$ cat config.mk
export PLATFORM = sky130hd
export DESIGN_NAME = exec_core_top
export DESIGN_NICKNAME = d
export VERILOG_FILES = /design/src/logic/riscv_isa_pkg.sv /design/src/logic/core_bus_pkg.sv /design/src/logic/gpr.sv /design/src/logic/id_stage.sv /design/src/logic/ex_stage.sv /design/src/logic/bpu.sv /design/src/logic/exec_core_top.sv
export SDC_FILE = /design/constraint.sdc
export NUM_CORES = 2
export LEC_CHECK = 0
export BUFFER_PORTS_ARGS = -buffer_cell sky130_fd_sc_hd__buf_2
export CORE_MARGIN = 4
export CORE_UTILIZATION = 42
export CTS_BUF_LIST = sky130_fd_sc_hd__clkbuf_2 sky130_fd_sc_hd__clkbuf_4 sky130_fd_sc_hd__clkbuf_8
export DETAILED_ROUTE_END_ITERATION = 10
export MAX_ROUTING_LAYER = met4
export SYNTH_ARGS = -nofsm -noshare
export SYNTH_HDL_FRONTEND = slang
export SYNTH_HIERARCHICAL = 1
export SYNTH_SLANG_ARGS = --single-unit
$ cat constraint.sdc
create_clock -name clk -period 18 [get_ports clk]
set_input_delay 1.8 -clock clk [delete_from_list [all_inputs] [get_ports clk]]
set_output_delay 1.8 -clock clk [all_outputs]
set_load 0.01 [all_outputs]
$ cat src/logic/riscv_isa_pkg.sv
// ------------------------------------------------
// RV32I instruction-set definitions for the
// register-access slice: widths, opcode and funct
// encodings, and the I-type immediate extraction.
// Import wherever instruction fields are decoded.
// ------------------------------------------------
package riscv_isa_pkg;

    // register file geometry
    localparam int REG_ADDR_W = 5;
    localparam int REG_DATA_W = 32;
    localparam int REG_NUM    = 32;

    typedef logic [REG_ADDR_W-1:0] reg_addr_t;
    typedef logic [REG_DATA_W-1:0] reg_data_t;
    typedef logic [31:0]           instr_t;

    // x0, reads as zero on a hardwired file
    localparam reg_addr_t ZERO_REG = '0;

    // major opcodes of the kept instructions
    localparam logic [6:0] OPC_OP     = 7'b0110011;
    localparam logic [6:0] OPC_OP_IMM = 7'b0010011;
    localparam logic [6:0] OPC_JALR   = 7'b1100111;

    // funct3, ADDI shares the ADD/SUB code
    localparam logic [2:0] F3_ADD_SUB = 3'b000;
    localparam logic [2:0] F3_XOR     = 3'b100;
    localparam logic [2:0] F3_OR      = 3'b110;
    localparam logic [2:0] F3_AND     = 3'b111;
    localparam logic [2:0] F3_JALR    = 3'b000;

    // funct7, only SUB sets bit 30
    localparam logic [6:0] F7_BASE = 7'b0000000;
    localparam logic [6:0] F7_SUB  = 7'b0100000;

    // I-type immediate, sign extended from bit 31
    function automatic reg_data_t imm_i(input instr_t instr);
        return {{20{instr[31]}}, instr[31:20]};
    endfunction

endpackage

$ cat src/logic/core_bus_pkg.sv
// ------------------------------------------------
// Bundles passed between decode, execute and the
// jump-target block. Field types come from the
// ISA package so widths follow the register file.
// ------------------------------------------------
package core_bus_pkg;

    // ALU function selected by decode
    typedef enum logic [2:0] {
        ALU_ADD,
        ALU_SUB,
        ALU_AND,
        ALU_OR,
        ALU_XOR
    } alu_op_e;

    // decode to execute, b already muxed with the immediate
    typedef struct packed {
        logic                   valid;
        alu_op_e                op;
        riscv_isa_pkg::reg_addr_t rd;
        riscv_isa_pkg::reg_data_t a;
        riscv_isa_pkg::reg_data_t b;
    } issue_t;

    // write-back report, x0 writes included
    typedef struct packed {
        logic                     valid;
        riscv_isa_pkg::reg_addr_t rd;
        riscv_isa_pkg::reg_data_t data;
    } wb_t;

    // JALR request, imm already sign extended
    typedef struct packed {
        logic                     valid;
        riscv_isa_pkg::reg_addr_t rs1;
        riscv_isa_pkg::reg_data_t imm;
    } bpu_req_t;

    typedef struct packed {
        logic                     valid;
        riscv_isa_pkg::reg_data_t target;
    } bpu_pred_t;

endpackage

$ cat src/logic/gpr.sv
// ------------------------------------------------
// General-purpose register file, 32 x 32 bits.
// One write port from execute, read ports 1 and 2
// for decode and port 3 for the jump-target block.
// Reads see a same-cycle write through a bypass.
// ------------------------------------------------
`timescale 1ns/1ps

module gpr #(
    // 1: x0 reads zero and ignores writes
    parameter bit ZERO_REG_HARDWIRED = 1'b1
) (
    input  logic                     clk,
    input  logic                     reset_i,

    // write port, driven by execute
    input  logic                     we_i,
    input  riscv_isa_pkg::reg_addr_t waddr_i,
    input  riscv_isa_pkg::reg_data_t wdata_i,

    // decode operand ports
    input  riscv_isa_pkg::reg_addr_t raddr1_i,
    input  riscv_isa_pkg::reg_addr_t raddr2_i,
    // jump-target port
    input  riscv_isa_pkg::reg_addr_t raddr3_i,

    output riscv_isa_pkg::reg_data_t rdata1_o,
    output riscv_isa_pkg::reg_data_t rdata2_o,
    output riscv_isa_pkg::reg_data_t rdata3_o
);

    import riscv_isa_pkg::*;

    reg_data_t regs_q [REG_NUM];
    logic      wr_en;

    // write qualified, x0 blocked when hardwired
    assign wr_en = we_i && !(ZERO_REG_HARDWIRED && (waddr_i == ZERO_REG));

    always_ff @(posedge clk) begin
        if (reset_i) begin
            for (int i = 0; i < REG_NUM; i++) begin
                regs_q[i] <= '0;
            end
        end else if (wr_en) begin
            regs_q[waddr_i] <= wdata_i;
        end
    end

    // x0 first, then bypass of the active write, then storage
    function automatic reg_data_t read_port(input reg_addr_t addr);
        reg_data_t val;
        if (ZERO_REG_HARDWIRED && (addr == ZERO_REG)) begin
            val = '0;
        end else if (wr_en && (addr == waddr_i)) begin
            val = wdata_i;
        end else begin
            val = regs_q[addr];
        end
        return val;
    endfunction

    // same lookup on all three ports
    always_comb begin
        rdata1_o = read_port(raddr1_i);
        rdata2_o = read_port(raddr2_i);
        rdata3_o = read_port(raddr3_i);
    end

endmodule

$ cat src/logic/id_stage.sv
// ------------------------------------------------
// Decode stage. Four-phase req/ack slave towards
// the issuer, decodes one RV32I instruction, reads
// rs1/rs2 and loads a one-cycle issue to execute
// or a one-cycle request to the jump-target block.
// Unsupported opcodes are acked and dropped.
// ------------------------------------------------
`timescale 1ns/1ps

module id_stage (
    input  logic                     clk,
    input  logic                     reset_i,

    // issuer handshake
    input  logic                     req_i,
    input  riscv_isa_pkg::instr_t    instr_i,
    output logic                     ack_o,

    // register file ports 1 and 2
    output riscv_isa_pkg::reg_addr_t raddr1_o,
    output riscv_isa_pkg::reg_addr_t raddr2_o,
    input  riscv_isa_pkg::reg_data_t rdata1_i,
    input  riscv_isa_pkg::reg_data_t rdata2_i,

    output core_bus_pkg::issue_t     issue_o,
    output core_bus_pkg::bpu_req_t   bpu_req_o
);

    import riscv_isa_pkg::*;
    import core_bus_pkg::*;

    typedef enum logic [1:0] {
        IDLE,
        ACKED,
        RELEASE
    } hs_state_e;

    hs_state_e state_q;
    logic      capture;

    logic [6:0] opcode;
    logic [2:0] funct3;
    logic [6:0] funct7;
    reg_data_t  imm;

    alu_op_e    alu_op;
    logic       alu_ok;
    logic       use_imm;
    logic       is_jalr;

    issue_t     issue_q;
    bpu_req_t   bpu_req_q;

    // instruction fields
    assign opcode = instr_i[6:0];
    assign funct3 = instr_i[14:12];
    assign funct7 = instr_i[31:25];
    assign imm    = imm_i(instr_i);

    // operands looked up straight from the held instruction
    assign raddr1_o = instr_i[19:15];
    assign raddr2_o = instr_i[24:20];

    // take the instruction on the first idle cycle with req high
    assign capture = (state_q == IDLE) && req_i;

    // ack held through ACKED and RELEASE
    assign ack_o = (state_q != IDLE);

    always_ff @(posedge clk) begin
        if (reset_i) begin
            state_q <= IDLE;
        end else begin
            case (state_q)
                IDLE:    if (req_i) state_q <= ACKED;
                // wait for the issuer to drop req
                ACKED:   if (!req_i) state_q <= RELEASE;
                default: state_q <= IDLE;
            endcase
        end
    end

    // opcode/funct to ALU function
    always_comb begin
        alu_op  = ALU_ADD;
        alu_ok  = 1'b0;
        use_imm = 1'b0;
        is_jalr = 1'b0;
        case (opcode)
            OPC_OP: begin
                case (funct3)
                    F3_ADD_SUB: begin
                        alu_op = (funct7 == F7_SUB) ? ALU_SUB : ALU_ADD;
                        alu_ok = (funct7 == F7_SUB) || (funct7 == F7_BASE);
                    end
                    F3_XOR: begin
                        alu_op = ALU_XOR;
                        alu_ok = (funct7 == F7_BASE);
                    end
                    F3_OR: begin
                        alu_op = ALU_OR;
                        alu_ok = (funct7 == F7_BASE);
                    end
                    F3_AND: begin
                        alu_op = ALU_AND;
                        alu_ok = (funct7 == F7_BASE);
                    end
                    default: alu_ok = 1'b0;
                endcase
            end
            // ADDI only, other OP-IMM codes dropped
            OPC_OP_IMM: begin
                alu_ok  = (funct3 == F3_ADD_SUB);
                use_imm = 1'b1;
            end
            OPC_JALR: is_jalr = (funct3 == F3_JALR);
            default:  alu_ok = 1'b0;
        endcase
    end

    // valids pulse for the single cycle after capture
    always_ff @(posedge clk) begin
        if (reset_i) begin
            issue_q   <= '0;
            bpu_req_q <= '0;
        end else begin
            issue_q.valid   <= capture && alu_ok;
            bpu_req_q.valid <= capture && is_jalr;
            if (capture) begin
                issue_q.op    <= alu_op;
                issue_q.rd    <= instr_i[11:7];
                issue_q.a     <= rdata1_i;
                issue_q.b     <= use_imm ? imm : rdata2_i;
                bpu_req_q.rs1 <= instr_i[19:15];
                bpu_req_q.imm <= imm;
            end
        end
    end

    assign issue_o   = issue_q;
    assign bpu_req_o = bpu_req_q;

endmodule

$ cat src/logic/ex_stage.sv
// ------------------------------------------------
// Execute stage. Single-cycle ALU for ADD, SUB,
// AND, OR and XOR on the issued operands; drives
// the register file write port in the same cycle
// and reports every write on wb_o.
// ------------------------------------------------
`timescale 1ns/1ps

module ex_stage (
    input  logic                     clk,
    input  logic                     reset_i,

    input  core_bus_pkg::issue_t     issue_i,

    // register file write port
    output logic                     we_o,
    output riscv_isa_pkg::reg_addr_t waddr_o,
    output riscv_isa_pkg::reg_data_t wdata_o,

    output core_bus_pkg::wb_t        wb_o
);

    import riscv_isa_pkg::*;
    import core_bus_pkg::*;

    reg_data_t result;

    // ALU, SUB wraps modulo 2^32
    always_comb begin
        case (issue_i.op)
            ALU_ADD: result = issue_i.a + issue_i.b;
            ALU_SUB: result = issue_i.a - issue_i.b;
            ALU_AND: result = issue_i.a & issue_i.b;
            ALU_OR:  result = issue_i.a | issue_i.b;
            ALU_XOR: result = issue_i.a ^ issue_i.b;
            default: result = '0;
        endcase
    end

    // write goes out combinationally, stored at the next edge
    assign we_o    = issue_i.valid;
    assign waddr_o = issue_i.rd;
    assign wdata_o = result;

    // report mirrors the write port
    // x0 writes are reported even though the file drops them
    always_comb begin
        wb_o.valid = issue_i.valid;
        wb_o.rd    = issue_i.rd;
        wb_o.data  = result;
    end

endmodule

$ cat src/logic/bpu.sv
// ------------------------------------------------
// Jump-target prediction for JALR. Reads rs1 on
// register file port 3 in the cycle the request
// is valid and presents rs1 + imm with bit 0
// cleared, valid for that one cycle.
// ------------------------------------------------
`timescale 1ns/1ps

module bpu (
    input  logic                     clk,
    input  logic                     reset_i,

    // registered JALR request from decode
    input  core_bus_pkg::bpu_req_t   req_i,

    // register file port 3
    output riscv_isa_pkg::reg_addr_t raddr3_o,
    input  riscv_isa_pkg::reg_data_t rdata3_i,

    output core_bus_pkg::bpu_pred_t  pred_o
);

    import riscv_isa_pkg::*;

    reg_data_t sum;

    // base register straight from the request
    assign raddr3_o = req_i.rs1;

    assign sum = rdata3_i + req_i.imm;

    // JALR target, lsb forced low
    always_comb begin
        pred_o.valid  = req_i.valid;
        pred_o.target = {sum[REG_DATA_W-1:1], 1'b0};
    end

endmodule

$ cat src/logic/exec_core_top.sv
// ------------------------------------------------
// Register-access slice of the RV32I core. Ties
// decode, execute, jump-target block and register
// file together. Issuer talks four-phase req/ack;
// write-back and JALR prediction are reported out.
// ------------------------------------------------
`timescale 1ns/1ps

module exec_core_top #(
    // forwarded to the register file
    parameter bit ZERO_REG_HARDWIRED = 1'b1
) (
    input  logic                    clk,
    input  logic                    reset_i,

    input  logic                    req_i,
    input  riscv_isa_pkg::instr_t   instr_i,
    output logic                    ack_o,

    output core_bus_pkg::wb_t       wb_o,
    output core_bus_pkg::bpu_pred_t pred_o
);

    import riscv_isa_pkg::*;
    import core_bus_pkg::*;

    // decode <-> register file
    reg_addr_t raddr1;
    reg_addr_t raddr2;
    reg_data_t rdata1;
    reg_data_t rdata2;

    // jump-target <-> register file
    reg_addr_t raddr3;
    reg_data_t rdata3;

    // execute -> register file
    logic      we;
    reg_addr_t waddr;
    reg_data_t wdata;

    issue_t    issue;
    bpu_req_t  bpu_req;

    id_stage u_id_stage (
        .clk       (clk),
        .reset_i   (reset_i),
        .req_i     (req_i),
        .instr_i   (instr_i),
        .ack_o     (ack_o),
        .raddr1_o  (raddr1),
        .raddr2_o  (raddr2),
        .rdata1_i  (rdata1),
        .rdata2_i  (rdata2),
        .issue_o   (issue),
        .bpu_req_o (bpu_req)
    );

    ex_stage u_ex_stage (
        .clk     (clk),
        .reset_i (reset_i),
        .issue_i (issue),
        .we_o    (we),
        .waddr_o (waddr),
        .wdata_o (wdata),
        .wb_o    (wb_o)
    );

    bpu u_bpu (
        .clk      (clk),
        .reset_i  (reset_i),
        .req_i    (bpu_req),
        .raddr3_o (raddr3),
        .rdata3_i (rdata3),
        .pred_o   (pred_o)
    );

    gpr #(
        .ZERO_REG_HARDWIRED (ZERO_REG_HARDWIRED)
    ) u_gpr (
        .clk      (clk),
        .reset_i  (reset_i),
        .we_i     (we),
        .waddr_i  (waddr),
        .wdata_i  (wdata),
        .raddr1_i (raddr1),
        .raddr2_i (raddr2),
        .raddr3_i (raddr3),
        .rdata1_o (rdata1),
        .rdata2_o (rdata2),
        .rdata3_o (rdata3)
    );

endmodule

==> out/qor.csv <==
stage,metric,value,unit
pwr,vdd_drop_max,0.0679,mV
logic_synthesis,synth_top_family_by_area,multiplexers,
die,die_y,429,um
critical_path,cp-end-kind,primary output,
logic_synthesis,synthCells,6115,
logic_synthesis,synth-main-ff-cell,edfxtp_1,
clock_network,tritoncts,yes,
critical_path,worstRegToRegCells,19,
place,placed_cell_area,76500,sq um
grt,met1_usage,0.449,
sta,fin_crit_sh,0.590,
grt,antenna_found_initial,29,
logic_synthesis,ys_seq_elements,1117,
min_path,hold_class,register to register,
grt,grt_use_met2,0.486,
layout,final_area,80300,sq um
sta,slew-limit-headroom,-0.0365,
route,vias,58500,
route,avgViaCountPerCell,6.91,
sta,finalSetupViolCount,0,
logic_synthesis,synth-adder-area-share,0.0217,
logic_synthesis,synth.distinct_cells,108,
route,wl_per_cell,38.0,um
clock_network,hold_buffers,0,
logic_synthesis,ys_warn_count,6,
grt,grt_max_degree,101,
logic_synthesis,muxShareOfSynthArea,0.242,
layout,drive_gt1_frac,0.222,
place,place_congestion,0.989,
logic_synthesis,synthTopCellsByArea,"edfxtp_1 41%, mux4_2 17%, and2_1 8.4%",
route,drt_iter0_drc,10400,
sta,clock.fmax,94.2,MHz
clock_network,cts-root-buf,clkbuf_8,
route,ant_nets,0,
layout,syn_to_final_growth,8.02,%
sta,period_needed,10.61,ns
place,port-buffer-count,105,
clock_network,clock_path_buffers,3,
critical_path,path_class,register to primary output,
die,start_util,0.422,
layout,final_util,0.456,
clock_network,cts_setup_buffers,0,
logic_synthesis,yosysTopAreaCellShare,0.414,
grt,grt_pass1_vias,55300,
sta,drv_slew,2,
run_status,violations,"capacitance limit, slew limit",
pwr,p_per_area,87.4,nW/um^2
place,dp_hpwl,198,mm
grt,grt_pass1_wl,443,mm
critical_path,worst_setup_path_start_kind,register,
clock_network,clock_sinks,1117,
die,die_area,184000,sq um
layout,nets,6116,
grt,grt-busiest-layer,met2,
logic_synthesis,synthXorXnorAreaFrac,0.0114,
sta,finClkSkew,0.0702,ns
critical_path,crit_path_max_fanout,35,
die,core_area,176000,sq um
min_path,hold_path_depth,2,
grt,grt_use_total,0.350,
logic_synthesis,syn_avg_cell_area,12.2,sq um
route,drcViolationCount,0,
sta,tightest_slew,1.54,ns
logic_synthesis,synth_edf_count,1024,
grt,grt-ovfl-total,0,
clock_network,h-tree-depth,4,
logic_synthesis,yosys.area.top_type,edfxtp_1,
sta,finalHoldViolations,0,
pwr,leakage,29.0,nW
logic_synthesis,yosysSeqAreaShare,0.439,
clock_network,numCtsBuffers,191,
logic_synthesis,synthArstFlopShare,0,
sta,rsz0062_at_grt,false,
critical_path,required,16.20,ns
run_status,status,"finished, violations left",
logic_synthesis,synth-compound-area-share,0.0927,
die,fp.dieW,429,um
clock_network,clkTransAtPathRegs,0.06,ns
route,wirelength,322,mm
route,drt_first_pass_iters,9,
logic_synthesis,yosys.area_share.simple,0.143,
flow_run,maxCapViolCount,1,
die,ios,107,
die,rows,154,
logic_synthesis,syn-cell-area,74300,sq um
grt,grtUsageMet3,0.136,
sta,setup_tns,0,ns
clock_network,cts_resized,0,
clock_network,clock_latency,1.01,ns
critical_path,cp.arrival,8.81,ns
synthesized netlist by cell type (106+ instances only):
master	count
edfxtp_1	1024
and2_1	1003
mux4_2	556
mux2i_1	489
clkbuf_1	398
nand2_1	368
a21oi_1	252
nor2_1	215
ha_1	126
buf_4	125
a22oi_1	110
nor3_1	106
metal layers:
layer  wire, um  part of all wire
met5          0                 0
met3      49800              0.15
met1     119000              0.37
met4      17500             0.054
met2     136000              0.42
metrics by stage:
| step | cells | hold slack (ns) | power, W | setup slack [ns] |
|---|---|---|---|---|
| after CTS | 8435 | 0.465 | 0.00696 | 7.55 |
| final | 8466 | 0.471 | 0.00702 | 7.39 |
| after floorplan | 6146 | 0.437 | 0.00400 | 10.60 |
| after global routing | 8450 | 0.485 | 0.00719 | 7.14 |
| after global placement | 8100 | 0.449 | 0.00464 | 8.63 |
| after detailed placement | 8100 | 0.456 | 0.00465 | 8.69 |
cells in the final DEF, fill, tap and decap left out, types with 31 or more instances in the layout:
| cell type | instances |
|---|---|
| buf_2 | 96 |
| o21ai_0 | 76 |
| edfxtp_1 | 1024 |
| mux4_2 | 556 |
| dfxtp_1 | 87 |
| and2_1 | 1002 |
| a211oi_1 | 86 |
| nor3_1 | 106 |
| clkbuf_8 | 194 |
| o22ai_1 | 81 |
| inv_1 | 88 |
| mux2i_1 | 489 |
| buf_4 | 178 |
| o221ai_1 | 38 |
| a22oi_1 | 110 |
| conb_1 | 33 |
| nand3_1 | 39 |
| diode_2 | 31 |
| a221o_1 | 33 |
| clkinv_1 | 45 |
| nor2_1 | 180 |
| a21oi_1 | 251 |
| a221oi_1 | 54 |
| mux2_2 | 52 |
| clkbuf_4 | 65 |
| xnor2_1 | 74 |
| ha_1 | 126 |
| nand2_1 | 364 |
| a32o_1 | 36 |
power by group:
part	internal, W	switching (W)	leakage, nW	total (W)
Sequential	0.00293	0.0000964	11.3	0.00302
Clock	0.00121	0.00114	1.95	0.00234
Combinational	0.000512	0.00114	15.7	0.00165
Total	0.00465	0.00237	29.0	0.00702
critical path, stage by stage, from the launching register on:
cell and delay, ns:
dfxtp_1 0.51, or2_2 0.38, buf_4 0.30, nor2_1 0.99
a31o_2 0.24, xnor2_1 0.12, ha_1 0.29, a21oi_1 0.21
nand2_1 0.10, o211a_1 0.26, o21ai_0 0.49, nand2_1 0.22
xnor2_1 0.18, o21ai_2 0.12, buf_4 0.35, nor2_1 0.09
o22ai_1 0.63, ha_1 0.44, a21oi_1 0.39, nand2b_1 0.20
and3b_1 0.16, o21ai_0 0.07, a21oi_1 0.39, o2111ai_1 0.20
o41a_1 0.14, o211ai_1 0.12, buf_2 0.17
final cells by class:
type                            instances  area [sq um]
Tap cell                             2340          2930
Sequential cell                      1117         32600
Timing Repair Buffer                  288          2040
Antenna cell                           31          77.6
Multi-Input combinational cell       4265         38600
Clock inverter                         76           531
Inverter                               90           338
Fill cell                           15800         95800
Clock buffer                          259          3160
registers in the layout, summed over array words and instances (netlist names):
name / cells
u_gpr/regs_q: 1024
u_id_stage/bpu_req_o: 18
u_id_stage/issue_o: 73
u_id_stage/state_q: 2
worst paths after layout:
| check | startpoint | slack [ns] | endpoint |
|---|---|---|---|
| setup / recovery | u_id_stage/issue_o[70]$_SDFFE_PP0P_ | 7.39 | pred_o[25] |
| hold / removal | u_id_stage/bpu_req_o[4]$_SDFFE_PP0P_ | 0.47 | u_id_stage/bpu_req_o[4]$_SDFFE_PP0P_ |
| setup reg to reg | u_id_stage/issue_o[70]$_SDFFE_PP0P_ | 10.88 | u_id_stage/issue_o[27]$_SDFFE_PP0P_ |
| hold reg to reg | u_id_stage/bpu_req_o[4]$_SDFFE_PP0P_ | 0.47 | u_id_stage/bpu_req_o[4]$_SDFFE_PP0P_ |
cell families after synthesis:
group | after synthesis
other | 2
flip-flops | 1117
buffers and inverters | 764
multiplexers | 1097
AO/OA/AOI/OAI | 984
XOR/XNOR | 97
AND/OR/NAND/NOR | 1926
adder cells (fa/ha/maj) | 128
Power figures use the tool's default switching activity.
